--- src/verilog/heap_free_list.sv ---
// ======================================================================
// Write heap index allocator: one busy flag per index, a registered
// lowest-free index and a free count that drives not_full
// ======================================================================

`default_nettype none

module heap_free_list
#(
    parameter int N_HEAP_ENTRIES = 32,
    parameter int MIN_FREE_SLOTS = 13
)
(
    input  wire logic                              clk,
    input  wire logic                              reset,

    // Claim the index currently on alloc_idx
    input  wire logic                              alloc,
    output logic [$clog2(N_HEAP_ENTRIES)-1:0]      alloc_idx,
    output logic                                   not_full,

    // Return an index once downstream is done with it
    input  wire logic                              free,
    input  wire logic [$clog2(N_HEAP_ENTRIES)-1:0] free_idx
);

    localparam int IDX_BITS = $clog2(N_HEAP_ENTRIES);
    localparam int CNT_BITS = $clog2(N_HEAP_ENTRIES + 1);

    logic [N_HEAP_ENTRIES-1:0] busy;
    logic [N_HEAP_ENTRIES-1:0] busy_next;
    logic [IDX_BITS-1:0]       next_idx;
    logic [CNT_BITS-1:0]       free_cnt;

    // Apply this cycle's alloc and free to the flags, then pick the
    // lowest clear flag so a freed index is visible one cycle later
    always_comb
    begin
        busy_next = busy;
        if (alloc)
        begin
            busy_next[alloc_idx] = 1'b1;
        end
        if (free)
        begin
            busy_next[free_idx] = 1'b0;
        end

        // Scan downward so the lowest free index wins
        next_idx = '0;
        for (int i = N_HEAP_ENTRIES - 1; i >= 0; i--)
        begin
            if (!busy_next[i])
            begin
                next_idx = IDX_BITS'(i);
            end
        end
    end

    always_ff @(posedge clk)
    begin
        busy <= busy_next;
        alloc_idx <= next_idx;

        // An alloc and a free in the same cycle cancel out
        if (alloc && !free)
        begin
            free_cnt <= free_cnt - 1'b1;
        end
        else if (free && !alloc)
        begin
            free_cnt <= free_cnt + 1'b1;
        end

        if (reset)
        begin
            busy <= '0;
            alloc_idx <= '0;
            free_cnt <= CNT_BITS'(N_HEAP_ENTRIES);
        end
    end

    // Drop not_full while only the reserve is left
    assign not_full = (free_cnt > CNT_BITS'(MIN_FREE_SLOTS));

endmodule

`default_nettype wire

--- config.mk ---
export PLATFORM = sky130hd
export DESIGN_NAME = heap_free_list
export DESIGN_NICKNAME = d
export VERILOG_FILES = /design/src/verilog/heap_free_list.sv
export SDC_FILE = /design/constraint.sdc
export NUM_CORES = 1
export LEC_CHECK = 0
export BUFFER_PORTS_ARGS = -buffer_cell sky130_fd_sc_hd__buf_2
export CAP_MARGIN = 20
export CORE_AREA = 2 2 81 83
export CTS_CLUSTER_SIZE = 10
export DETAILED_ROUTE_END_ITERATION = 10
export DIE_AREA = 0 0 83 85
export GPL_ROUTABILITY_DRIVEN = 0
export SYNTH_ARGS = -nofsm -noshare
export SYNTH_HDL_FRONTEND = slang
export SYNTH_SLANG_ARGS = --single-unit
--- constraint.sdc ---
create_clock -name clk -period 6.1 [get_ports clk]
set_clock_uncertainty 0.2 [all_clocks]
set_input_delay 0.305 -clock clk [delete_from_list [all_inputs] [get_ports clk]]
set_output_delay 0.305 -clock clk [all_outputs]
set_load 0.01 [all_outputs]
==> results of run 1 <==
-- metrics by stage --
step                      std cells  hold slack [ps]  utilization (%)
final                           383              300             41.3
after global routing            383              334             41.3
after CTS                       383              289             41.3
after detailed placement        375              320             39.7
after global placement          375              307             39.7
after floorplan                 293              268                -
-- final cells by class --
cell class / instances / area (um^2)
inverters: 10 / 37.5
fillers: 634 / 3640
clock buffers: 8 / 100
multi-input cells: 231 / 1400
well taps: 77 / 96.3
flip-flops and latches: 43 / 861
repair buffers: 14 / 70.1
-- cell families after synthesis --
logic type / count (synthesis)
compound gates: 98
xor+xnor: 5
fa+ha+maj: 6
buf+inv: 19
flops: 43
simple gates: 122
-- sequential cells by signal, summed over array words and instances (netlist names) --
register,count
alloc_idx,5
free_cnt,6
busy,32
-- where the power goes --
part	switching (W)	internal, W
Clock	0.0000965	0.000103
Sequential	0.00000960	0.000288
Combinational	0.0000466	0.0000251
Total	0.000153	0.000417
-- cells in the mapped netlist, drive strengths merged (2+ instances only) --
cell type,instances,area share [%]
a21oi,32,6.9
nand4bb,2,0.97
o211ai,2,0.64
clkbuf,6,0.97
nand2,9,1.4
nand4b,2,0.75
o22a,4,1.5
o221ai,2,0.75
o21ai,7,1.5
a211oi,5,1.6
or2,2,0.54
nand2b,6,1.6
nor2,63,10
and4b,2,0.86
nor3b,2,1.1
nor3,3,0.64
o21bai,3,0.97
nor4,2,1.1
xnor2,2,0.75
nand3,8,1.7
o22ai,14,3.8
dfxtp,43,37
nor2b,13,3.5
a31oi,9,2.4
buf,3,0.64
inv,10,1.6
and4,2,0.75
ha,5,2.7
a2111oi,2,0.75
o311ai,2,0.75
a21o,11,3.5
xor2,3,1.1
-- how the worst max path moves through the flow --
stage,startpoint,end,slack (ps),cells after the start
2_1_floorplan,free,free_cnt[5],3820,10
3_3_place_gp,free,free_cnt[5],3580,11
3_5_place_dp,free,free_cnt[5],3520,11
4_1_cts,alloc_idx[1],alloc_idx[0],3610,7
5_1_grt,alloc_idx[1],alloc_idx[0],3350,7
6_report,alloc_idx[1],alloc_idx[0],3500,7
-- worst min-delay path, stage by stage --
cell    delay (ps)
buf_2          190
a31o_1         210
nor2_1          50
-- layer usage --
layer	global-route usage (%)	wire, um	vias to the layer above
li1	-	-	1090
met1	25.0	2880	1069
met2	29.9	3050	105
met3	3.11	408	7
met4	7.15	70	0
met5	0	0	-
==> run summary, run 1 <==
Detailed-route wire length per cell: 16.7 um. The initial utilization of the core area, before any placement, comes to 37.6%. For the static power due to leakage, the log shows 0.966 nW. Detailed routing inserted a total of 2271 vias. The net count reported at finish is 320. Buffers inserted to repair hold after CTS numbered 0.

Traced cell by cell, the critical path runs through nand2b_1 > nor2_1 > o22ai_1 > o21bai_1 > a2111oi_0 > o221ai_1 > nor2_1. TritonCTS built the clock tree. For this block, the routed nets add up to 6410 um of wire.

The run gives 39 as the pin count of the biggest net entering global routing. Across the VDD grid, the largest voltage drop is 107 uV. Leaving out fill and tap cells, the most frequent cell in the layout is nor2_1.

The sum of negative setup slack was 0 ps. Remaining routing DRC violations: 0. Summing the areas of all and, or, nand and nor instances in the mapped netlist gives 27.5% of the synthesized area.

Synthesis produced a netlist whose cell count is 293. Yosys mapped the design onto 46 distinct sky130hd cell types. Buffers added to address setup during post-CTS repair amount to 0.

Largest fanout on the critical path: 11. Time the worst path needs with I/O delays and setup: 2600 ps. The final critical path takes up 42.6% of the cycle.

The clock-pin slew of the registers on the worst-case setup and hold paths was 80 ps. Of all flip-flops after synthesis, the portion carrying an async set or reset was 0%. For the number of top-level design ports, the log shows 15. Of the cells placed in the final design, the portion with a size suffix greater than 1 is 8.82%. The cell family contributing the most delay on the critical path is compound AO/OA/AOI/OAI gates.

The tools report the worst min-delay path startpoint as free_idx[0]. The synthesized-area fraction occupied by ao, oa, aoi and oai cells was 27.0%; the vertical die dimension was 85 um. The die covers 7060 um^2. The endpoint identified for the worst register-to-register timing path is alloc_idx[0].

The flow ran to the end, and the final reports show no timing, DRC or antenna violations. The cell area that synthesis handed to floorplanning was 2330 um^2. The power density over cell area is 222 nW/um^2, and the placement-stage worst setup slack is 3520 ps.

For the pin with the worst max-slew slack, the measured transition is 682 ps. Global routing used 18.5% of the available tracks across all layers. Once detailed placement completed, the half-perimeter wirelength came to 4700 um.

Counting cells, the worst reg-to-reg path comes to 7. The adder-cell share of the synthesized area is 3.54%, and the detailed-router iteration count before antenna repair is 5. The cell type with the highest occurrence count on the critical path was nor2_1. Summed over all layers, the global routing overflow is 0. Startpoint of the lowest-slack register-to-register path: alloc_idx[1]. Most frequently used flop master after synthesis: dfxtp_1. The tools report the total of warnings raised by yosys as 0.

Setup repair after global routing left no endpoint under its margin. By area, the combinational part of the netlist is dominated by simple AND/OR/NAND/NOR gates. The core region is 6200 um^2. Summing the areas of all xor and xnor instances in the mapped netlist gives 1.88% of the synthesized area. The run gives 0 as the initial antenna violation count.

The worst pin sits at a relative slew slack of 54.6%. The tools report the maximum buffer depth of the clock tree as 2. The slowest stage of the critical path is the a2111oi_0 cell. Sequential cells were found to cover 36.9% of the synthesized design area. The signed area change from the synthesized netlist to the final layout was 9.81%; the number of placement rows was 29. Sort of element at the end of the critical path: a flip-flop. The worst setup path is launched from a flip-flop. The via count of the first global-routing pass was 2103. The deepest level of the CTS H-tree came out at 2. The critical path buffer and inverter count is 0. Port buffering added 14 buffers.

From left edge to right edge, the die measures 83 um. Dividing the synthesized area by the synthesized cell count gives 7.96 um^2. Data on the critical path arrives at its endpoint at 2640 ps.

Synthesis inferred 43 register bits. Counting instances, the worst hold path has a depth of 3. Once detail routing completed, the nets flagged for antenna violations numbered 0. The critical path is of the reg -> reg type. The post-cts repair resize count was 0.

The path class of the tightest hold or removal check is in -> reg. Setup violations remaining at the end of the flow were counted as 0. The mux cell area share after synthesis works out to 0%. After detailed placement, the total cell area comes to 2460 um^2. The clock latency on the worst-skew pair is 300 ps. Worst setup slack for register-to-register paths: 3500 ps. The number of buffers added by the clock tree synthesis step came out at 5.

Based on the critical path, the design can be clocked at up to 385 MHz. Max-cap violations in this run came to 0. The tools report the final design instance area without fill as 2560 um^2. The largest single stage delay on the critical path is 630 ps. The library cells used most frequently in the layout, excluding fill and tap cells, are nor2_1 (63), dfxtp_1 (43), a21oi_1 (32). The count of endpoints failing hold in the final timing report is 0, and the number of flops mapped to enable cells by yosys is 0. The average vias per placed instance is 5.93, and the post-synthesis net count is 308. For the clock sink count, the log shows 43. The endpoint of the worst hold-timing path was busy[27]. The cell sitting at the root of the clock tree is a clkbuf_8. The number of slew-limit violations in the final report is 0. The logs give 3500 ps for the post-layout worst setup margin and 0 for the antenna diode count.

The logs give 10500 um for the wire length of the first global-routing pass and 150 for the count of routing violations after the opening detailed-route iteration. The total power of the final layout was 0.000569 W. At the worst endpoint, the required time is 6140 ps.
(Power assumes the default switching activity.)
==> run 2: changes to the inputs <==
- clock period: 6.1 -> 2.54 ns (I/O delays scaled with it)
==> run 2 against run 1 <==
  * Utilization up 1.2 points
  * Maximum frequency up 5.5%
  * Sequential power up 140%
  * Via count up 0.79%
  * Count of clock-buffer cells in the layout down 2
==> run summary, run 2 (synthesized netlist as in run 1, its figures left out) <==
The post-CTS setup buffer count is 0, and the largest fanout on the critical path is 9. Using the TritonRoute via totals, the vias-per-cell ratio works out to 5.87. Fill cells in the final layout number 653. The net switching power is 0.000372 W, and the switching share of power is 26.2%.

For this run the aggregate overflow at the end of global routing stands at 0. The tools report the via count of the first global-routing pass as 2241. Internal power comes to 0.00105 W.

The worst-case IR drop observed on VDD is 377 uV. The tool flagged a number of max-cap violations equal to 0. The tools report the number of top-level design ports as 15.

Setup repair after global routing left no endpoint under its margin. Entering global routing, the biggest net connects 38 pins. For the number of buffers added by the clock tree synthesis step, the log shows 5. Counting flops per register, the top entry is busy. Wire length of the first global-routing pass: 10900 um. The total core area is 6200 um^2. The logs give 328 for the net count reported at finish and 1.01 nW for the static power due to leakage.

The tools report the peak clock frequency supported by timing as 406 MHz. The kind of critical path is reg -> reg. Registers are responsible for 50.1% of the overall power. No sink is reached through more buffers than the 2 on the longest clock path. The count of routing violations after the opening detailed-route iteration was 161; the routed via count was 2289. For the quantity of hold-fixing buffers added after cts, the log shows 0. Across every metal layer, demand over resource in global routing totals 19.1%. For the number of slew-limit violations in the final report, the log shows 0. The logs give 0 for the number of routed nets with antenna violations and 0 for the count of final setup violators. The sort of element at the end of the critical path is a flip-flop. The placed instances occupy a cell area of 2520 um^2. In the final timing run, aggregate negative setup slack is 0 ps. The final layout contains routed wiring with a total length of 6720 um. During placement, the flow inserted port buffers numbering 14. The tools report the count of endpoints failing hold in the final timing report as 0. For the area of the die, the log shows 7060 um^2. The min-delay analysis places its worst path in the category in -> reg.

The tools report the post-cts repair resize count as 0. The initial antenna violation count was 0; the arrival time reported for the critical path endpoint was 2440 ps. The remaining routing DRC violations is 0.

STA classifies the critical path startpoint as a flip-flop. The endpoint required time on the critical path came out at 2510 ps. TritonCTS built the clock tree. The final design instance area without fill is 2640 um^2. For the starting density of the core, the log shows 37.6%. The tree built by TritonCTS fans out to 43 sinks. Summed over all nets, the half-perimeter wirelength after detailed placement is 4930 um. In this run the tightest slew margin relative to its limit is 65.2%. The library cells used most frequently in the layout, excluding fill and tap cells, are nor2_1 (63), dfxtp_1 (43), a21oi_1 (32). Dividing the detail-routed wire length by the instance count gives 17.2 um. Of the cells placed in the final design, the portion with a size suffix greater than 1 is 11.5%. The number of antenna diodes in the final layout is 0.

The vertical die dimension was 85 um. Combinational logic is responsible for 13.3% of the overall power. Overall die width: 83 um. Cell chosen for the clock root: clkbuf_8. The flip-flop count of the largest register, all copies and words added came out at 32.

The largest registers in the layout are busy x32, free_cnt x6, alloc_idx x5. The library cell used most frequently in the layout, excluding fill and tap cells, is nor2_1. After floorplanning, the core was divided into 29 placement rows.

In this run the number of H-tree levels came out at 2. The worst path in the final design needs a cycle of 2460 ps, including I/O delays and setup. The area growth from synthesis to layout is 13.0%. The flow ran to the end, and the final reports show no timing, DRC or antenna violations. Clock-pin slew was measured on the worst setup and hold paths at 80 ps. For the worst-skew pair, the clock arrives at the later sink with an insertion delay of 300 ps. For the pin with the worst max-slew slack, the measured transition is 509 ps. The pre-antenna-repair detailed-routing pass consisted of 4 iterations. The clock network burns 36.6% of the power.

The power density over cell area works out to 538 nW/um^2. The part of the cycle the worst path needs works out to 97.0%.
run 2: changes by cell type in the layout (fill, tap and decap cells not counted), sizes merged:
cell,before,now
buf,14,22
clkbuf,8,6
bufinv,0,1
run 2: final cells by class:
| cell class | instances | area (um^2) | area share (%) |
|---|---|---|---|
| Tap cell | 77 | 96.3 | 3.65 |
| Clock inverter | 1 | 30.0 | 1.14 |
| Clock buffer | 6 | 72.6 | 2.75 |
| Inverter | 10 | 37.5 | 1.42 |
| Timing Repair Buffer | 22 | 130 | 4.93 |
| Multi-Input combinational cell | 231 | 1410 | 53.5 |
| Sequential cell | 43 | 861 | 32.6 |
run 2: power by group through the flow:
stage               sequential [W]  clock [W]  combinational (W)
global placement          0.000726          0           0.000183
global route              0.000714   0.000551           0.000210
floorplan                 0.000719          0           0.000130
detailed placement        0.000726          0           0.000184
finish                    0.000711   0.000520           0.000189
CTS                       0.000711   0.000523           0.000186
run 2: path summary, 6_finish.rpt:
kind	start	end	slack, ps	cells after the start
min reg2reg	busy[7]	busy[7]	330	2
max	alloc_idx[2]	alloc_idx[2]	80	7
max reg2reg	alloc_idx[2]	alloc_idx[2]	80	7
min	reset	busy[0]	100	4
run 2: critical path, stage by stage (launching register included):
cell and delay (ps):
dfxtp_1 490, and4_1 330, nor2b_1 190, o221ai_1 230, o311ai_1 490, a21oi_1 150
o21bai_1 170, a31oi_1 100
run 2: stage by stage:
step | total power, W | instances | worst slack (ps) | hold slack, ps | utilization (%)
finish | 0.00142 | 390 | 75.4 | 104 | 42.5
floorplan | 0.000849 | 293 | 423 | 199 | -
detailed placement | 0.000911 | 383 | 118 | 299 | 40.7
CTS | 0.00142 | 390 | 147 | 101 | 42.3
global placement | 0.000909 | 383 | 194 | 295 | 40.7
global route | 0.00148 | 390 | 2.23 | 130 | 42.5
run 2: routing by layer:
metal	part of all wire, %	track usage, %
met4	3.2	8.35
met3	6.0	3.40
met2	47	32.3
met5	0	0
met1	44	23.9
