**config.mk**
```make
export PLATFORM = sky130hd
export DESIGN_NAME = afu_write_edge
export DESIGN_NICKNAME = d
export VERILOG_FILES = /design/src/verilog/mem_edge_pkg.sv /design/src/verilog/afu_write_edge.sv
export SDC_FILE = /design/constraint.sdc
export NUM_CORES = 1
export LEC_CHECK = 0
export CAP_MARGIN = 20
export CORE_MARGIN = 2
export CORE_UTILIZATION = 55
export DETAILED_ROUTE_END_ITERATION = 8
export DONT_BUFFER_PORTS = 1
export HOLD_SLACK_MARGIN = 0.02
export PLACE_DENSITY = 0.79
export SKIP_CTS_REPAIR_TIMING = 1
export SYNTH_ARGS = -nofsm -noshare
export SYNTH_HDL_FRONTEND = slang
export SYNTH_SLANG_ARGS = --single-unit
```
**constraint.sdc**
```tcl
create_clock -name clk -period 4.7 [get_ports clk]
set_input_delay 0.94 -clock clk [delete_from_list [all_inputs] [get_ports clk]]
set_output_delay 0.94 -clock clk [all_outputs]
set_load 0.03 [all_outputs]
```
**src/verilog/mem_edge_pkg.sv**
```systemverilog
// ======================================================================
// Shared definitions for the memory write edge:
// cache line and address widths, length codes, beat numbers
// and the flow-control thresholds used by the free list
// ======================================================================

`default_nettype none

package mem_edge_pkg;

    // Width of one cache line of data in this scaled-down design
    localparam int CL_DATA_BITS = 64;

    // Width of a cache-line address
    localparam int LINE_ADDR_BITS = 32;

    // Longest packet the accelerator may send, in beats
    localparam int MAX_BEATS = 4;

    typedef logic [CL_DATA_BITS-1:0] t_cl_data;
    typedef logic [LINE_ADDR_BITS-1:0] t_line_addr;

    // Length code: 0 is one line, 1 is two lines, 3 is four lines.
    // The code value is also the number of the last beat of the packet
    typedef logic [1:0] t_cl_len;

    // Beat position inside a packet
    typedef logic [1:0] t_beat_num;

    // Requests the accelerator may still issue after seeing almost-full
    localparam int ALMOST_FULL_THRESHOLD = 8;

    // Keep room for the threshold plus one whole packet, so almost-full
    // can rise in the middle of a packet and the rest still fits
    localparam int HEAP_MIN_FREE_SLOTS = ALMOST_FULL_THRESHOLD + MAX_BEATS + 1;

endpackage

`default_nettype wire
```
**src/verilog/afu_write_edge.sv**
```systemverilog
// ======================================================================
// Accelerator-side write edge: canonical header, one control request
// per packet, heap allocation strobe, merged almost-full and the
// delayed accelerator reset
// ======================================================================

`default_nettype none

module afu_write_edge
    import mem_edge_pkg::*;
#(
    parameter int N_HEAP_ENTRIES = 32
)
(
    input  wire logic                              clk,
    input  wire logic                              reset,

    // Accelerator write beat
    input  wire logic                              wr_valid,
    input  wire logic                              wr_sop,
    input  wire t_cl_len                           wr_cl_len,
    input  wire t_line_addr                        wr_addr,

    // From the packet tracker
    input  wire t_beat_num                         beat_num,
    input  wire logic                              eop,
    input  wire t_line_addr                        sop_addr,
    input  wire t_cl_len                           sop_cl_len,

    // Free list handshake
    input  wire logic [$clog2(N_HEAP_ENTRIES)-1:0] alloc_idx,
    input  wire logic                              not_full,
    output logic                                   alloc,

    input  wire logic                              mem_almost_full,

    // Control request toward downstream
    output logic                                   req_valid,
    output t_line_addr                             req_addr,
    output t_cl_len                                req_cl_len,
    output logic [$clog2(N_HEAP_ENTRIES)-1:0]      req_heap_idx,

    output logic                                   wr_almost_full,
    output logic                                   afu_reset
);

    t_line_addr hdr_addr;
    t_cl_len    hdr_cl_len;

    // ==================================================================
    // Canonical header
    // ==================================================================

    // Address and length of non-start beats are don't-care, so the
    // saved start-beat copy is used in their place
    assign hdr_addr = wr_sop ? wr_addr : sop_addr;
    assign hdr_cl_len = wr_sop ? wr_cl_len : sop_cl_len;

    // The packet is complete when the tracker flags eop on the beat whose
    // number matches the canonical length.  The heap index is consumed then
    assign alloc = wr_valid && eop && (beat_num == hdr_cl_len);

    // ==================================================================
    // Control request
    // ==================================================================

    // Only the last beat produces a request, so all of the packet's data
    // is already in the heap when downstream sees it
    always_ff @(posedge clk)
    begin
        req_valid <= alloc;

        if (reset)
        begin
            req_valid <= 1'b0;
        end
    end

    always_ff @(posedge clk)
    begin
        if (alloc)
        begin
            req_addr <= hdr_addr;
            req_cl_len <= hdr_cl_len;
            req_heap_idx <= alloc_idx;
        end
    end

    // ==================================================================
    // Flow control and reset toward the accelerator
    // ==================================================================

    // Downstream pressure and a low free list both stop the accelerator.
    // Held high through reset so nothing is sent before the edge is ready
    always_ff @(posedge clk)
    begin
        wr_almost_full <= mem_almost_full || !not_full;

        if (reset)
        begin
            wr_almost_full <= 1'b1;
        end
    end

    // Accelerator leaves reset one cycle after the edge
    always_ff @(posedge clk)
    begin
        afu_reset <= reset;
    end

endmodule

`default_nettype wire

```
==> summary.txt, run 1 <==
Yosys
  • Syn avg cell area: 19.6 sq um
  • Combinational family with the most area after synthesis: multiplexers
  • Syn Nets: 169
  • Seq/Total Area, Yosys: 72.3%
  • Post-synth cell types: 12
  • Number of synthesis warnings: 0
  • Synth Area in XOR/XNOR: 0.514%
  • Mapped Area: 1700 sq um
  • Post-synthesis compound-gate area fraction: 0%
  • Synth Area in Adders: 0%
  • Mux cell area share after synthesis: 23.6%
  • Post-synthesis register bit count: 42
  • Mapped Cells: 87
  • Simple-gate share of the synthesized area: 2.06%

Worst hold path
  • Hold Path Class: in -> reg
  • Worst hold path stage count: 0
  • Hold EP: afu_reset
  • Hold Crit Start: reset

Setup path
  • Crit path launch type: input pin
  • Data required, critical path: 3.76 ns
  • CP endpoint kind: output port
  • WS Path Type: in -> out
  • Worst path arrival time: 1.80 ns
  • CP max FO: 34

Pwr
  • Pleak: 0.581 nW
  • Power per Cell Area: 403 nW/um^2
  • Clk network pwr share: 29.4%
  • Max VDD drop: 0.250 mV
  • Combinational Power Share: 5.5%
  • Seq pwr share: 65.2%
  • Pint: 570 uW
  • NetSw: 159 uW
  • Sw frac: 21.8%

Cells and area
  • Layout Cell Area excl Fill: 1810 sq um
  • Fin nets: 173
  • Layout cell share with drive strength beyond 1: 48.9%
  • Area Overhead vs Synth: 6.17%
  • # diodes: 0

Die
  • Core region area: 3000 sq um
  • Die ar.: 3560 sq um
  • Initial Util: 56.7%
  • Die Wd: 59.6 um
  • I/O pins: 125
  • Die Y: 59.6 um
  • Core Rows: 20

Detailed routing
  • 1st-iter DRT viols: 27
  • Drt first pass iters: 4
  • Final wirelength: 2.72 mm
  • Antenna Violating Nets Remaining: 0
  • DRC Markers: 0
  • Vias per cell: 6.33
  • Total number of vias: 791
  • WL/cell: 21.7 um

Timing
  • Final Max Slew Viols: 0
  • Worst slew pin tran: 0.473 ns
  • Final setup vio count: 0
  • Max Fclk: 364 MHz
  • Fin. Hold Viols: 0
  • Tcrit/Tclk final: 58.4%
  • Sum of negative setup slack: 0 ns
  • Hold slack: 0.624 ns
  • RSZ-0062 raised after global routing: no
  • Final min period: 2.74 ns
  • Slew Limit Headroom: 68.5%

Clock tree
  • Root buf cell: clkbuf_4
  • CTS Buf Count: 5
  • CTS HTree Levels: 2
  • Clk sinks: 42
  • Clock Tree Buf Depth: 2
  • Worst-path clk slew: 0.11 ns
  • CTS tree: built

Global route
  • First-pass GRT wire length: 3.51 mm
  • Number of global-route vias before repair: 714
  • Remaining global-route overflow: 0
  • Initial antenna violation count: 0
  • Pin count of the biggest net entering global routing: 40
  • GRT Util Overall: 14.7%

Place
  • Port bufs: 0
  • Final RePlAce weighted congestion: 0.638
  • DP Area: 1730 sq um

Run
  • Max Cap Violations: 0

Outcome
  • Status: finished clean
[worst max path at each step]
| stage | start | to | slack [ns] | cells after the start |
|---|---|---|---|---|
| floorplan | wr_sop | alloc | 0.07 | 4 |
| global placement | wr_sop | alloc | 1.98 | 3 |
| global route | wr_sop | alloc | 1.94 | 3 |
| CTS | wr_sop | alloc | 1.95 | 3 |
| finish | wr_sop | alloc | 1.96 | 3 |
| detailed placement | wr_sop | alloc | 1.96 | 3 |
[registers in the layout (all words and copies together), names as in the netlist]
signal,cells
req_addr,32
req_heap_idx,5
wr_almost_full,1
afu_reset,1
req_valid,1
req_cl_len,2
[per-stage QoR]
stage	util [%]	power, mW	std cells	setup slack (ns)
finish	60.2	0.729	125	1.96
global placement	57.7	0.522	117	1.98
CTS	60.2	0.737	125	1.95
global route	60.2	0.755	125	1.94
detailed placement	57.7	0.525	117	1.96
floorplan	-	0.521	87	0.0695
[logic make-up (layout without fill, tap and decap cells)]
group / Yosys count / count (layout)
flops: 42 / 42
buf+inv: 4 / 9
mux: 35 / 35
xor+xnor: 1 / 1
simple gates: 5 / 5
[routing by layer]
layer | GRT usage (%) | vias up | part of all wire (%)
li1 | - | 343 | -
met1 | 15.5 | 376 | 35
met2 | 24.2 | 68 | 54
met3 | 5.46 | 4 | 9.2
met4 | 9.52 | 0 | 1.1
met5 | 0 | - | 0
[critical path, stage by stage]
cell	delay [ns]
mux2_4	0.30
mux2_4	0.33
nor2_4	0.23
[power groups by stage]
stage / clock network [mW] / registers, mW / logic (mW)
after global placement: 0 / 0.484 / 0.0378
after detailed placement: 0 / 0.484 / 0.0401
after CTS: 0.220 / 0.476 / 0.0405
final: 0.214 / 0.475 / 0.0398
after floorplan: 0 / 0.483 / 0.0387
after global routing: 0.234 / 0.477 / 0.0436
[cells in the mapped netlist (all sizes together)]
master / count / area share (%)
mux2: 35 / 24
edfxtp: 39 / 69
buf: 4 / 1.5
nor3: 1 / 0.59
nor2: 1 / 0.22
or3b: 1 / 0.51
nand3: 1 / 0.29
xor2: 1 / 0.51
nand3b: 1 / 0.44
dfxtp: 3 / 3.5
[cells in the final DEF, fill, tap and decap left out, drive strengths merged]
| cell type | instances |
|---|---|
| buf | 1 |
| bufinv | 1 |
| clkbuf | 7 |
| dfxtp | 3 |
| edfxtp | 39 |
| mux2 | 35 |
| nand3 | 1 |
| nand3b | 1 |
| nor2 | 1 |
| nor3 | 1 |
| or3b | 1 |
| xor2 | 1 |
[final cells by class]
class | count | area, sq um
Clock buffer | 7 | 45.0
Sequential cell | 42 | 1230
Fill cell | 217 | 1190
Timing Repair Buffer | 1 | 7.51
Tap cell | 33 | 41.3
Multi-Input combinational cell | 41 | 453
Clock inverter | 1 | 30.0
Power figures use the tool's default switching activity.
==> run 2: changes to the inputs <==
Clock period 4.7 ns to 2.7 ns, I/O delays scaled along.
==> run 2 against run 1 <==
Against the previous run: clock power rose by 120%; critical path depth did not move; setup slack got worse by 1.2 ns; highest routed layer unchanged; via count fell by 0.51%; routed wire length rose by 1.5%; cell area rose by 1.9%; first-iteration DRC count fell by 7.4%; sequential power rose by 74%; die area did not move; global-route usage rose by 0.34 points; flip-flop and latch count did not move; core utilization rose by 1.1 points.
==> summary.txt, run 2 (same netlist as run 1, synthesis figures left out) <==
Timing
  • Final setup vio count: 0 (unchanged)
  • Worst slew pin tran: 0.337 ns (-0.136 ns)
  • RSZ-0062 raised after global routing: no
  • Fin. Hold Viols: 0 (unchanged)
  • Max Fclk: 517 MHz
  • Sum of negative setup slack: 0 ns (unchanged)
  • Tcrit/Tclk final: 71.6%
  • Final min period: 1.93 ns
  • Final Max Slew Viols: 0 (unchanged)
  • Slew Limit Headroom: 77.5% (+9.0 points)

Clock tree
  • Clock Tree Buf Depth: 2 (unchanged)
  • CTS tree: built
  • Clk sinks: 42 (unchanged)
  • Worst-path clk slew: 0.11 ns (about the same)
  • CTS HTree Levels: 2 (unchanged)
  • CTS Buf Count: 5 (unchanged)
  • Root buf cell: clkbuf_4

Detailed routing
  • 1st-iter DRT viols: 25 (-7.4%)
  • DRC Markers: 0 (unchanged)
  • Vias per cell: 6.25 (-1.3%)
  • Final wirelength: 2.76 mm (+1.5%)
  • Drt first pass iters: 2 (-2)
  • WL/cell: 21.9 um (+0.70%)
  • Antenna Violating Nets Remaining: 0 (unchanged)
  • Total number of vias: 787 (-0.51%)

Setup path
  • Crit path launch type: input pin
  • CP max FO: 34 (unchanged)
  • Worst-path cell chain: mux2_4, mux2_4, nor2_4
  • CP bufs+invs: 0 (unchanged)
  • Worst path arrival time: 1.39 ns (-0.41 ns)
  • CP endpoint kind: output port
  • Family with the most delay on the worst path: multiplexers
  • Crit-path slowest cell: mux2_4
  • CP max stage delay: 0.32 ns (about the same)
  • Most used cell, CP: mux2_4
  • Data required, critical path: 2.16 ns (-1.60 ns)
  • WS Path Type: in -> out

Die
  • Die ar.: 3560 sq um (unchanged)
  • Initial Util: 56.7% (unchanged)
  • Core Rows: 20 (unchanged)
  • Die Wd: 59.6 um (unchanged)
  • Die Y: 59.6 um (unchanged)
  • I/O pins: 125 (unchanged)
  • Core region area: 3000 sq um (unchanged)

Global route
  • First-pass GRT wire length: 3.64 mm (+3.7%)
  • Pin count of the biggest net entering global routing: 35 (-13%)
  • GRT Util Overall: 15.0% (+0.34 points)
  • Number of global-route vias before repair: 767 (+7.4%)
  • Remaining global-route overflow: 0 (unchanged)
  • Initial antenna violation count: 0 (unchanged)

Cells and area
  • Commonest cells after routing, fill and taps aside: edfxtp_1 (39), mux2_2 (33), clkbuf_4 (5), dfxtp_1 (3)
  • Area Overhead vs Synth: 8.16%
  • Largest regs: req_addr (32), req_heap_idx (5), req_cl_len (2)
  • Layout cell share with drive strength beyond 1: 50.5% (+1.6 points)
  • Largest Register: req_addr
  • Largest register FFs: 32 (unchanged)
  • # diodes: 0 (unchanged)
  • Layout fillers: 220 (+1.4%)
  • Fin nets: 174 (+0.58%)
  • Layout Cell Area excl Fill: 1840 sq um (+1.9%)
  • Leading cell type in the layout, fill and taps excluded: edfxtp_1

Place
  • HPWL after DPL: 2.11 mm
  • Final RePlAce weighted congestion: 0.631 (-0.96%)
  • DP Area: 1740 sq um (+0.43%)
  • Port bufs: 0 (unchanged)

Worst hold path
  • Hold Path Class: in -> reg

Pwr
  • Pleak: 0.600 nW (+3.2%)
  • Max VDD drop: 0.351 mV (+41%)
  • Power per Cell Area: 740 nW/um^2 (+83%)

Run
  • Max Cap Violations: 0 (unchanged)

Outcome
  • Status: finished clean
-- run 2: cell count changes in the layout (fill, tap and decap cells not counted), sizes merged --
cell / delta
bufinv: +1
clkbuf: -2
clkinv: +1
buf: +1
-- run 2: layout make-up --
class / instances / area, sq um / area share, %
timing repair buffer: 2 / 15.0 / 0.815
clock inverter: 3 / 63.8 / 3.46
tap: 33 / 41.3 / 2.24
clock buffer: 5 / 37.5 / 2.04
sequential: 42 / 1230 / 66.8
multi-input combinational: 41 / 453 / 24.6
-- run 2: report_power, final --
part           switching (mW)  internal, mW
clock network           0.181         0.285
logic                  0.0254        0.0431
registers              0.0748         0.753
-- run 2: per-stage QoR --
stage | hold WS (ns) | setup WS [ns] | instances | total power, mW | utilization [%]
3_3_place_gp | 0.568 | 0.648 | 118 | 0.910 | 58.0
2_1_floorplan | 0.568 | 0.133 | 87 | 0.909 | -
4_1_cts | 0.196 | 0.756 | 126 | 1.38 | 61.3
5_1_grt | 0.189 | 0.742 | 126 | 1.41 | 61.3
6_report | 0.217 | 0.767 | 126 | 1.36 | 61.3
3_5_place_dp | 0.568 | 0.641 | 118 | 0.913 | 58.0
-- run 2: worst paths after layout --
check / startpoint / to / depth (start not counted)
worst max-delay path: wr_sop / alloc / 3
worst min-delay path: reset / afu_reset / 0
-- run 2: layer usage --
metal	track usage, %	wire length, um	vias to the layer above
met2	27.5	1540	72
met3	8.30	356	4
li1	-	-	349
met4	5.71	25	0
met5	0	0	-
met1	13.4	836	362
