## src/verilog/mem_edge_pkg.sv

```systemverilog
// ======================================================================
// Shared definitions for the memory write edge:
// cache line and address widths, length codes, beat numbers
// and the flow-control thresholds used by the free list
// ======================================================================

`default_nettype none

package mem_edge_pkg;

    // Width of one cache line of data in this scaled-down design
    localparam int CL_DATA_BITS = 64;

    // Width of a cache-line address
    localparam int LINE_ADDR_BITS = 32;

    // Longest packet the accelerator may send, in beats
    localparam int MAX_BEATS = 4;

    typedef logic [CL_DATA_BITS-1:0] t_cl_data;
    typedef logic [LINE_ADDR_BITS-1:0] t_line_addr;

    // Length code: 0 is one line, 1 is two lines, 3 is four lines.
    // The code value is also the number of the last beat of the packet
    typedef logic [1:0] t_cl_len;

    // Beat position inside a packet
    typedef logic [1:0] t_beat_num;

    // Requests the accelerator may still issue after seeing almost-full
    localparam int ALMOST_FULL_THRESHOLD = 8;

    // Keep room for the threshold plus one whole packet, so almost-full
    // can rise in the middle of a packet and the rest still fits
    localparam int HEAP_MIN_FREE_SLOTS = ALMOST_FULL_THRESHOLD + MAX_BEATS + 1;

endpackage

`default_nettype wire
```

## src/verilog/write_packet_tracker.sv

```systemverilog
// ======================================================================
// Multi-beat write tracker: beat counter, end-of-packet detection
// and the saved start-of-packet address and length
// ======================================================================

`default_nettype none

module write_packet_tracker
    import mem_edge_pkg::*;
(
    input  wire logic       clk,
    input  wire logic       reset,

    // Current beat from the accelerator
    input  wire logic       wr_valid,
    input  wire logic       wr_sop,
    input  wire t_cl_len    wr_cl_len,
    input  wire t_line_addr wr_addr,

    output t_beat_num       beat_num,
    output logic            eop,
    output t_line_addr      sop_addr,
    output t_cl_len         sop_cl_len
);

    // Position of the next expected non-start beat
    t_beat_num beat_cnt;
    t_cl_len   eff_cl_len;

    // A start beat is always beat zero, whatever the counter says
    assign beat_num = wr_sop ? '0 : beat_cnt;

    // Non-start beats may carry junk length, so use the saved code
    assign eff_cl_len = wr_sop ? wr_cl_len : sop_cl_len;

    assign eop = wr_valid && (beat_num == eff_cl_len);

    // ==================================================================
    // Beat counter
    // ==================================================================

    always_ff @(posedge clk)
    begin
        if (wr_valid)
        begin
            if (eop)
            begin
                beat_cnt <= '0;
            end
            else
            begin
                beat_cnt <= beat_num + 1'b1;
            end
        end

        if (reset)
        begin
            beat_cnt <= '0;
        end
    end

    // Header fields from the start beat are kept for the rest of the packet
    always_ff @(posedge clk)
    begin
        if (wr_valid && wr_sop)
        begin
            sop_addr <= wr_addr;
            sop_cl_len <= wr_cl_len;
        end
    end

endmodule

`default_nettype wire

```

## config.mk

```make
export PLATFORM = sky130hd
export DESIGN_NAME = write_packet_tracker
export DESIGN_NICKNAME = d
export VERILOG_FILES = /design/src/verilog/mem_edge_pkg.sv /design/src/verilog/write_packet_tracker.sv
export SDC_FILE = /design/constraint.sdc
export NUM_CORES = 1
export LEC_CHECK = 0
export ABC_AREA = 1
export BUFFER_PORTS_ARGS = -buffer_cell sky130_fd_sc_hd__buf_2
export CORE_MARGIN = 2
export CORE_UTILIZATION = 44
export DETAILED_ROUTE_END_ITERATION = 8
export PLACE_DENSITY = 0.82
export SLEW_MARGIN = 20
export SYNTH_ARGS = -nofsm -noshare
export SYNTH_HDL_FRONTEND = slang
export SYNTH_SLANG_ARGS = --single-unit
```

## constraint.sdc

```tcl
create_clock -name clk -period 2.4 [get_ports clk]
set_clock_uncertainty 0.15 [all_clocks]
set_input_delay 0.24 -clock clk [delete_from_list [all_inputs] [get_ports clk]]
set_output_delay 0.24 -clock clk [all_outputs]
set_load 0.005 [all_outputs]
```

==> impl_metrics.py, run 1 <==
metrics = {
    "finish": {
        "fin_nets": 223,
        "layout_common_cells": "buf_2 (74), dlygate4sd3_1 (36), edfxtp_1 (34), nand2_1 (10), clkbuf_4 (5)",
        "drive_above_1_share_pct": 48.4,
        "final_common_cell": "buf_2",
        "area_growth_pct": 69.2,
        "n_antenna_cell": 0,
        "instances_no_fill": 217,
    },
    "sta": {
        "period_minus_slack_ns": 1.98,
        "slew-limit-headroom_pct": 80.0,
        "layout_setup_ws_ns": 0.421,
        "timing_hold_violations_final": 0,
        "timing.final.crit_share_pct": 82.4,
        "whs_ns": 0.269,
        "drv_slew": 0,
        "grt_setup_unrepaired": "no",
        "final-setup-viol-count": 0,
        "tns_ns": 0,
        "max_slew.worst_pin.slew_ns": 0.299,
        "max_freq_mhz": 505,
    },
    "floorplan": {
        "ioPinCount": 75,
        "dieWidth_um": 56.5,
        "row_count": 19,
        "die_area_mm2": 0.00319,
        "fp.dieH_um": 56.5,
        "initial_core_util_pct": 45.1,
        "core_mm2": 0.00269,
    },
    "power_and_ir_drop": {
        "power_mw": 1.20,
        "power_leakage_nw": 0.917,
        "powerDensity_mw_per_mm2": 585,
        "irDropWorstVdd_uv": 479,
    },
    "drt": {
        "drt_iter0_drc": 27,
        "via_per_inst": 4.54,
        "drc": 0,
        "drt_first_pass_iters": 4,
        "routed_wl_um": 2890,
        "postRouteAntennaNets": 0,
        "wl_per_cell_um": 13.3,
        "vias": 985,
    },
    "logic_synthesis": {
        "yosys-top-cells-area": "edfxtp_1 (84%), dfxtp_1 (3.3%), nand2_1 (3.1%)",
        "yosysUniqueCellTypes": 14,
        "yosysWarnings": 0,
        "synth_top_area_share_pct": 84.3,
        "syn-cell-area_mm2": 0.00121,
        "postSynthRegisterBits": 36,
        "synth_seq_area_share_pct": 87.6,
        "synth_cells": 67,
        "yosysTopAreaCell": "edfxtp_1",
        "syn_nets": 105,
        "syn_area_per_cell_um2": 18.1,
    },
    "worst_setup_path": {
        "reg2reg_from": "sop_cl_len[1]",
        "crit_path_start_kind": "input pin",
        "r2r_cells": 7,
        "worst_ep_arrival_time_ns": 1.59,
        "worstSetupPathType": "input pin to output port",
        "reg2reg_to": "beat_cnt[1]",
        "crit_required_ns": 2.01,
        "worst-path-max-fanout": 5,
        "r2r_slack_ns": 1.14,
        "cp-end-kind": "output port",
    },
    "worst_hold_path": {
        "min_path_type": "input pin to flop",
        "hold_depth": 5,
        "min_to": "beat_cnt[0]",
        "hp-start": "wr_sop",
    },
    "grt": {
        "grt_max_degree": 29,
        "grt_pass1_vias": 1002,
        "track_usage_pct": 19.3,
        "grt_pass1_wl_um": 4350,
        "overflow": 0,
        "antenna_found_initial": 0,
    },
    "clocking": {
        "cts_resized": 0,
        "cts_setup_buffers": 0,
        "cts_tree": "yes",
        "cts.sinks": 36,
        "htreeDepth": 2,
        "path_clk_slew_ns": 0.09,
        "cts-root-buf": "clkbuf_4",
        "cts.path.max_buffers": 2,
        "cts_buffers": 5,
        "cts_hold_buf": 36,
        "clock_latency_ns": 0.33,
    },
    "placement": {
        "hpwl_um": 1690,
        "portBuffers": 74,
        "gp_congestion": 0.749,
        "post-place-ws_ns": 1.04,
        "dp.cells": 173,
    },
    "outcome": {
        "status": "completed",
    },
    "flow_run": {
        "drv_cap": 0,
    },
}
==> power by group <==
part	switching [mW]	internal (mW)	leakage [nW]
Sequential	0.0130	0.732	0.336
Clock	0.178	0.117	0.0265
Combinational	0.0636	0.0952	0.555
Total	0.255	0.944	0.917
==> stage by stage <==
step                area, um2  util [%]
finish                   2050      76.3
global placement         1640      61.1
global route             2050      76.3
floorplan                1210         -
detailed placement       1640      61.1
CTS                      2050      76.3
==> layout make-up <==
type / count / area, um2
well taps: 31 / 38.8
inverters: 7 / 26.3
clock buffers: 8 / 48.8
fillers: 165 / 637
flip-flops and latches: 36 / 1060
multi-input cells: 24 / 124
repair buffers: 111 / 751
==> worst max-delay path, cell delays in order <==
cell,delay [ns]
dlygate4sd3_1,0.51
buf_2,0.15
inv_1,0.07
a21oi_1,0.16
nand2_1,0.10
nor2_2,0.10
nand2_2,0.08
inv_1,0.07
buf_2,0.11
==> registers in the layout, indices dropped and copies added (netlist names) <==
register / cells
sop_addr: 32
beat_cnt: 2
sop_cl_len: 2
==> kinds of logic (layout without fill, tap and decap cells) <==
kind of cell           count (synthesis)  after routing  share of synthesized area (%)
AO/OA/AOI/OAI                          7              7                           4.03
buffers and inverters                  7            126                           2.17
flip-flops                            36             36                           87.6
AND/OR/NAND/NOR                       17             17                           6.20
==> synth_stat cells <==
cell	n
nand3_1	1
o21bai_1	1
dfxtp_1	2
a21oi_1	2
inv_1	4
o21ai_2	1
edfxtp_1	34
a21oi_2	2
nor2_2	1
o21ai_1	1
nand2_2	3
nor2_1	2
nand2_1	10
inv_2	3
==> routing by layer <==
metal | up-vias | global-route usage, % | part of all wire, %
met5 | - | 0 | 0
met4 | 0 | 7.48 | 1.7
met3 | 6 | 8.06 | 8.4
met2 | 56 | 36.7 | 56
met1 | 448 | 17.6 | 33
li1 | 475 | - | -
==> worst max-delay path by stage <==
stage               startpoint           end  slack, ns  cells past startpoint
finish                wr_valid           eop       0.42                      9
global route          wr_valid           eop       0.38                      9
CTS                   wr_valid           eop       0.49                      9
detailed placement      wr_sop  sop_addr[29]       1.04                      4
global placement        wr_sop  sop_addr[30]       1.07                      4
floorplan               wr_sop   sop_addr[0]       0.91                      2
(Power assumes the default switching activity.)
==> inputs of run 2 (changes only) <==
--- a/config.mk
+++ b/config.mk
@@ -8,9 +8,9 @@
 export ABC_AREA = 1
 export BUFFER_PORTS_ARGS = -buffer_cell sky130_fd_sc_hd__buf_2
 export CORE_MARGIN = 2
-export CORE_UTILIZATION = 44
+export CORE_UTILIZATION = 37
 export DETAILED_ROUTE_END_ITERATION = 8
-export PLACE_DENSITY = 0.82
+export PLACE_DENSITY = 0.73
 export SLEW_MARGIN = 20
 export SYNTH_ARGS = -nofsm -noshare
 export SYNTH_HDL_FRONTEND = slang
==> constraint.sdc (replaced) <==
create_clock -name clk -period 1.7 [get_ports clk]
set_clock_uncertainty 0.15 [all_clocks]
set_input_delay 0.17 -clock clk [delete_from_list [all_inputs] [get_ports clk]]
set_output_delay 0.17 -clock clk [all_outputs]
set_load 0.005 [all_outputs]
==> run 2 against run 1 <==
  * Critical endpoint unchanged
  * Clock power is 37% higher
  * Combinational power is 41% higher
  * Non-clock buffer count is 1 lower
  * Cell count is 5.5% higher
  * Sequential power is 41% higher
  * Power is 40% higher
  * Core utilization is 9.1 points lower
==> impl_metrics.py, run 2 (synthesized netlist as in run 1, its figures left out) <==
metrics = {
    "finish": {
        "layout.area.seq_mm2": 0.00106,
        "n_antenna_cell": 0,
        "top_register": "sop_addr",
        "instances_no_fill": 229,
        "multi_input_area_um2": 128,
        "final_common_cell": "buf_2",
        "fin_nets": 222,
        "reg_top3": "sop_addr: 32 flops, beat_cnt: 2 flops, sop_cl_len: 2 flops",
        "fin_util_pct": 67.2,
        "drive_above_1_share_pct": 49.7,
        "area_growth_pct": 70.7,
        "layout_common_cells": "buf_2 (73), dlygate4sd3_1 (36), edfxtp_1 (34), nand2_1 (10), clkbuf_4 (5)",
        "fill_cells": 225,
        "largest_register_ffs": 32,
    },
    "placement": {
        "dp.cells": 186,
        "gp_congestion": 0.747,
        "hpwl_um": 1750,
        "portBuffers": 74,
    },
    "drt": {
        "vias": 977,
        "drt_iter0_drc": 18,
        "routed_wl_um": 2900,
        "drt_first_pass_iters": 4,
        "via_per_inst": 4.27,
        "wl_per_cell_um": 12.7,
        "postRouteAntennaNets": 0,
        "drc": 0,
    },
    "outcome": {
        "status": "completed",
    },
    "clocking": {
        "cts_buffers": 5,
        "cts-root-buf": "clkbuf_4",
        "path_clk_slew_ns": 0.10,
        "cts.path.max_buffers": 2,
        "htreeDepth": 2,
        "cts_tree": "yes",
        "cts_setup_buffers": 0,
        "clock_latency_ns": 0.32,
        "cts.sinks": 36,
    },
    "sta": {
        "max_slew.worst_pin.slew_ns": 0.173,
        "tns_ns": 0,
        "final-setup-viol-count": 0,
        "grt_setup_unrepaired": "no",
        "slew-limit-headroom_pct": 88.4,
        "timing_hold_violations_final": 0,
        "timing.final.crit_share_pct": 94.1,
        "max_freq_mhz": 625,
        "period_minus_slack_ns": 1.60,
        "drv_slew": 0,
    },
    "worst_setup_path": {
        "crit_path_start_kind": "input pin",
        "cp-end-kind": "output port",
        "worstSetupPathType": "input pin to output port",
        "crit_required_ns": 1.38,
        "worst_ep_arrival_time_ns": 1.28,
        "worst-path-max-fanout": 3,
    },
    "grt": {
        "overflow": 0,
        "grt_max_degree": 34,
        "antenna_found_initial": 0,
        "grt_pass1_wl_um": 4190,
        "track_usage_pct": 15.8,
        "grt_pass1_vias": 951,
    },
    "worst_hold_path": {
        "min_path_type": "input pin to flop",
    },
    "floorplan": {
        "initial_core_util_pct": 39.3,
        "fp.dieH_um": 61.2,
        "die_area_mm2": 0.00375,
        "row_count": 20,
        "ioPinCount": 75,
        "core_mm2": 0.00308,
        "dieWidth_um": 61.2,
    },
    "power_and_ir_drop": {
        "powerDensity_mw_per_mm2": 812,
        "power_leakage_nw": 0.919,
        "irDropWorstVdd_uv": 508,
    },
    "flow_run": {
        "drv_cap": 0,
    },
}
[run 2: repair_timing]
action	CTS	global route
endpoints found under the hold margin	36	0
resized for setup	0	1
setup endpoints to repair	0	1
hold buffers	36	0
[run 2: critical path, stage by stage]
cell and delay [ns]:
dlygate4sd3_1 0.58, a21oi_2 0.14, nand2_1 0.06, nor2_2 0.09
nand2_2 0.08, inv_1 0.06, buf_2 0.10
[run 2: area by class of cell]
class | instances | share of cell area [%]
clock buffer | 5 | 1.82
clock inverter | 3 | 0.666
inverter | 7 | 1.27
multi-input combinational | 24 | 6.17
timing repair buffer | 110 | 36.1
sequential | 36 | 51.3
tap | 44 | 2.66
[run 2: layer usage]
layer	share of wire (%)	vias to the layer above	track usage, %
met5	0	-	0
met4	0.35	0	6.52
met3	12	2	5.25
met2	51	59	29.0
met1	37	443	16.3
li1	-	473	-
[run 2: final timing paths]
path                               endpoint           from  slack, ns  cells past startpoint
worst max-delay path                    eop   wr_cl_len[1]       0.10                      7
worst max register to register  beat_cnt[0]  sop_cl_len[1]       0.54                      7
worst min-delay path            beat_cnt[1]       wr_valid       0.05                      4
worst min register to register  beat_cnt[1]    beat_cnt[1]       0.38                      2
[run 2: power breakdown]
| group | total (mW) | internal, mW | switching (mW) |
|---|---|---|---|
| clock network | 0.403 | 0.152 | 0.251 |
| registers | 1.05 | 1.03 | 0.0182 |
| logic | 0.224 | 0.134 | 0.0900 |
| total | 1.68 | 1.32 | 0.359 |
[run 2: per-stage QoR]
stage | worst slack [ns] | hold slack (ns) | cell area [um2] | power, mW
after global routing | 0.0201 | 0.0416 | 2070 | 1.76
after global placement | 0.533 | 0.194 | 1660 | 1.22
final | 0.100 | 0.0456 | 2070 | 1.68
after CTS | 0.0167 | 0.00807 | 2070 | 1.70
after floorplan | 0.282 | 0.0824 | 1210 | 1.12
after detailed placement | 0.498 | 0.198 | 1660 | 1.23
==> inputs of run 3 (changes only) <==
--- a/config.mk
+++ b/config.mk
@@ -8,9 +8,9 @@
 export ABC_AREA = 1
 export BUFFER_PORTS_ARGS = -buffer_cell sky130_fd_sc_hd__buf_2
 export CORE_MARGIN = 2
-export CORE_UTILIZATION = 37
+export CORE_UTILIZATION = 41
 export DETAILED_ROUTE_END_ITERATION = 8
-export PLACE_DENSITY = 0.73
+export PLACE_DENSITY_LB_ADDON = 0.1
 export SLEW_MARGIN = 20
 export SYNTH_ARGS = -nofsm -noshare
 export SYNTH_HDL_FRONTEND = slang
==> constraint.sdc (replaced) <==
create_clock -name clk -period 1.81 [get_ports clk]
set_clock_uncertainty 0.15 [all_clocks]
set_input_delay 0.181 -clock clk [delete_from_list [all_inputs] [get_ports clk]]
set_output_delay 0.181 -clock clk [all_outputs]
set_load 0.1 [all_outputs]
==> run 3 against run 2 <==
  * Critical path depth unchanged
  * Wire length down 6.3%
  * Final area about the same
  * Clock power is 7.9% lower
  * Largest power group unchanged
  * Highest routed layer unchanged
==> impl_metrics.py, run 3 (synthesized netlist as in run 1, its figures left out) <==
metrics = {
    "clocking": {
        "clock_latency_ns": 0.32,
        "cts_tree": "yes",
        "cts.path.max_buffers": 2,
        "cts.sinks": 36,
        "cts_buffers": 5,
        "cts_resized": 0,
        "path_clk_slew_ns": 0.10,
        "cts-root-buf": "clkbuf_4",
        "htreeDepth": 2,
    },
    "drt": {
        "drt_first_pass_iters": 4,
        "vias": 966,
        "via_per_inst": 4.43,
        "drt_iter0_drc": 8,
        "drc": 0,
        "routed_wl_um": 2710,
        "postRouteAntennaNets": 0,
        "wl_per_cell_um": 12.4,
    },
    "power_and_ir_drop": {
        "internal_power_mw": 1.25,
        "pwr-share-clk_pct": 18.9,
        "pwr-share-comb_pct": 30.6,
        "p_switching_mw": 0.711,
        "irDropWorstVdd_uv": 730,
        "power_frac_seq_pct": 50.4,
        "powerDensity_mw_per_mm2": 947,
        "power_leakage_nw": 0.917,
        "sw_frac_of_total_pct": 36.3,
    },
    "grt": {
        "antenna_found_initial": 0,
        "grt_pass1_vias": 968,
        "overflow": 0,
        "grt-busiest-layer": "met2",
        "grt_pass1_wl_um": 4090,
        "gr-usage-met3_pct": 4.18,
        "globalRouteMet2Util_pct": 31.6,
        "use_met1_pct": 16.9,
        "grt_max_degree": 19,
        "track_usage_pct": 16.8,
    },
    "placement": {
        "dpl_cell_area_mm2": 0.00165,
        "portBuffers": 74,
        "gp_congestion": 0.752,
        "dp.cells": 174,
        "hpwl_um": 1680,
    },
    "worst_hold_path": {
        "min_to": "beat_cnt[1]",
        "min_path_type": "input pin to flop",
        "hold_depth": 4,
        "hp-start": "wr_valid",
    },
    "sta": {
        "grt_setup_unrepaired": "no",
        "slew-limit-headroom_pct": 67.3,
        "drv_slew": 0,
        "max_freq_mhz": 588,
        "period_minus_slack_ns": 1.70,
        "max_slew.worst_pin.slew_ns": 0.494,
        "tns_ns": 0,
        "final-setup-viol-count": 0,
        "timing_hold_violations_final": 0,
        "whs_ns": 0.0599,
        "timing.final.crit_share_pct": 93.9,
    },
    "finish": {
        "n_antenna_cell": 0,
        "fill_cells": 176,
        "area_growth_pct": 70.8,
        "instances_no_fill": 218,
        "layout_common_cells": "buf_2 (73), dlygate4sd3_1 (36), edfxtp_1 (34), nand2_1 (10), clkbuf_4 (5)",
        "fin_nets": 225,
        "final_common_cell": "buf_2",
        "top_register": "sop_addr",
        "drive_above_1_share_pct": 50.8,
        "reg_top3": "sop_addr: 32 flops, beat_cnt: 2 flops, sop_cl_len: 2 flops",
        "largest_register_ffs": 32,
        "design_area_mm2": 0.00207,
    },
    "worst_setup_path": {
        "path_cells": "nor2_1, nand2_1, nand2_1, nor2_2, nand2_2, clkinvlp_4, buf_12",
        "cpMostUsedCell": "nand2_1",
        "reg2reg_to": "beat_cnt[1]",
        "worst-path-max-fanout": 3,
        "cpPeakStageDelay_ns": 0.43,
        "crit_required_ns": 1.48,
        "reg2reg_from": "sop_cl_len[1]",
        "cp-end-kind": "output port",
        "slowest_stage": "edfxtp_1",
        "worst_ep_arrival_time_ns": 1.37,
        "worstSetupPathType": "flop to output port",
        "r2r_slack_ns": 0.54,
        "crit_path_start_kind": "flop",
        "r2r_cells": 7,
    },
    "floorplan": {
        "dieWidth_um": 58.4,
        "row_count": 19,
        "initial_core_util_pct": 43.5,
        "fp.dieH_um": 58.4,
        "die_area_mm2": 0.00340,
        "ioPinCount": 75,
        "core_mm2": 0.00278,
    },
    "outcome": {
        "status": "completed",
    },
    "flow_run": {
        "drv_cap": 0,
    },
}
==> run 3: cell types whose count changed in the layout (fill, tap and decap cells not counted) <==
cell / delta
inv_1: -2
clkinv_1: -1
inv_2: +1
a21oi_1: +1
clkinvlp_4: +1
clkinv_2: -1
clkbuf_1: +1
buf_4: +3
a21oi_2: -1
==> run 3: cell type report <==
cell class              instances  area (um2)  share of cell area, %
well taps                      31        38.8                   1.88
multi-input cells              24         124                   5.99
flip-flops and latches         36        1060                   51.3
repair buffers                113         768                   37.1
clock inverters                 1        5.00                  0.242
clock buffers                   6        41.3                   2.00
inverters                       7        30.0                   1.45
==> run 3: per-layer routing <==
layer / wire (um) / share of wire, % / vias up
li1: - / - / 476
met2: 1500 / 55 / 42
met3: 200 / 7.4 / 5
met1: 977 / 36 / 443
met4: 36 / 1.3 / 0
met5: 0 / 0 / -
==> run 3: repair_timing <==
| item | in CTS | in global routing |
|---|---|---|
| setup buffers | 0 | 1 |
| endpoints found under the setup margin | 0 | 1 |
| endpoints found under the hold margin | 36 | 0 |
| hold buffers | 36 | 0 |
==> run 3: power by group through the flow <==
stage,logic (mW),registers [mW],clock network (mW)
4_1_cts,0.597,0.988,0.387
3_3_place_gp,0.534,1.00,0
6_report,0.600,0.987,0.371
2_1_floorplan,0.0590,1.38,0
5_1_grt,0.620,0.994,0.414
3_5_place_dp,0.538,1.01,0
==> run 3: metrics by stage <==
step / power [mW] / setup slack (ns) / util [%]
floorplan: 1.44 / -0.258 / -
global placement: 1.54 / 0.449 / 59.5
detailed placement: 1.54 / 0.433 / 59.5
CTS: 1.97 / 0.0696 / 74.1
global route: 2.03 / 0.00127 / 74.4
finish: 1.96 / 0.110 / 74.4
==> run 3: critical path, delay by kind of cell, from the launching register on <==
| kind | cells | cell delay, ns |
|---|---|---|
| simple gates | 5 | 0.34 |
| flops | 1 | 0.43 |
| buf+inv | 2 | 0.27 |
==> run 3: worst max-delay path by stage <==
| stage | start | depth (start not counted) | end |
|---|---|---|---|
| global route | sop_cl_len[0] | 7 | eop |
| finish | sop_cl_len[1] | 7 | eop |
| floorplan | sop_cl_len[0] | 5 | eop |
| CTS | sop_cl_len[1] | 7 | eop |
| global placement | sop_cl_len[1] | 7 | eop |
| detailed placement | wr_sop | 4 | sop_addr[4] |
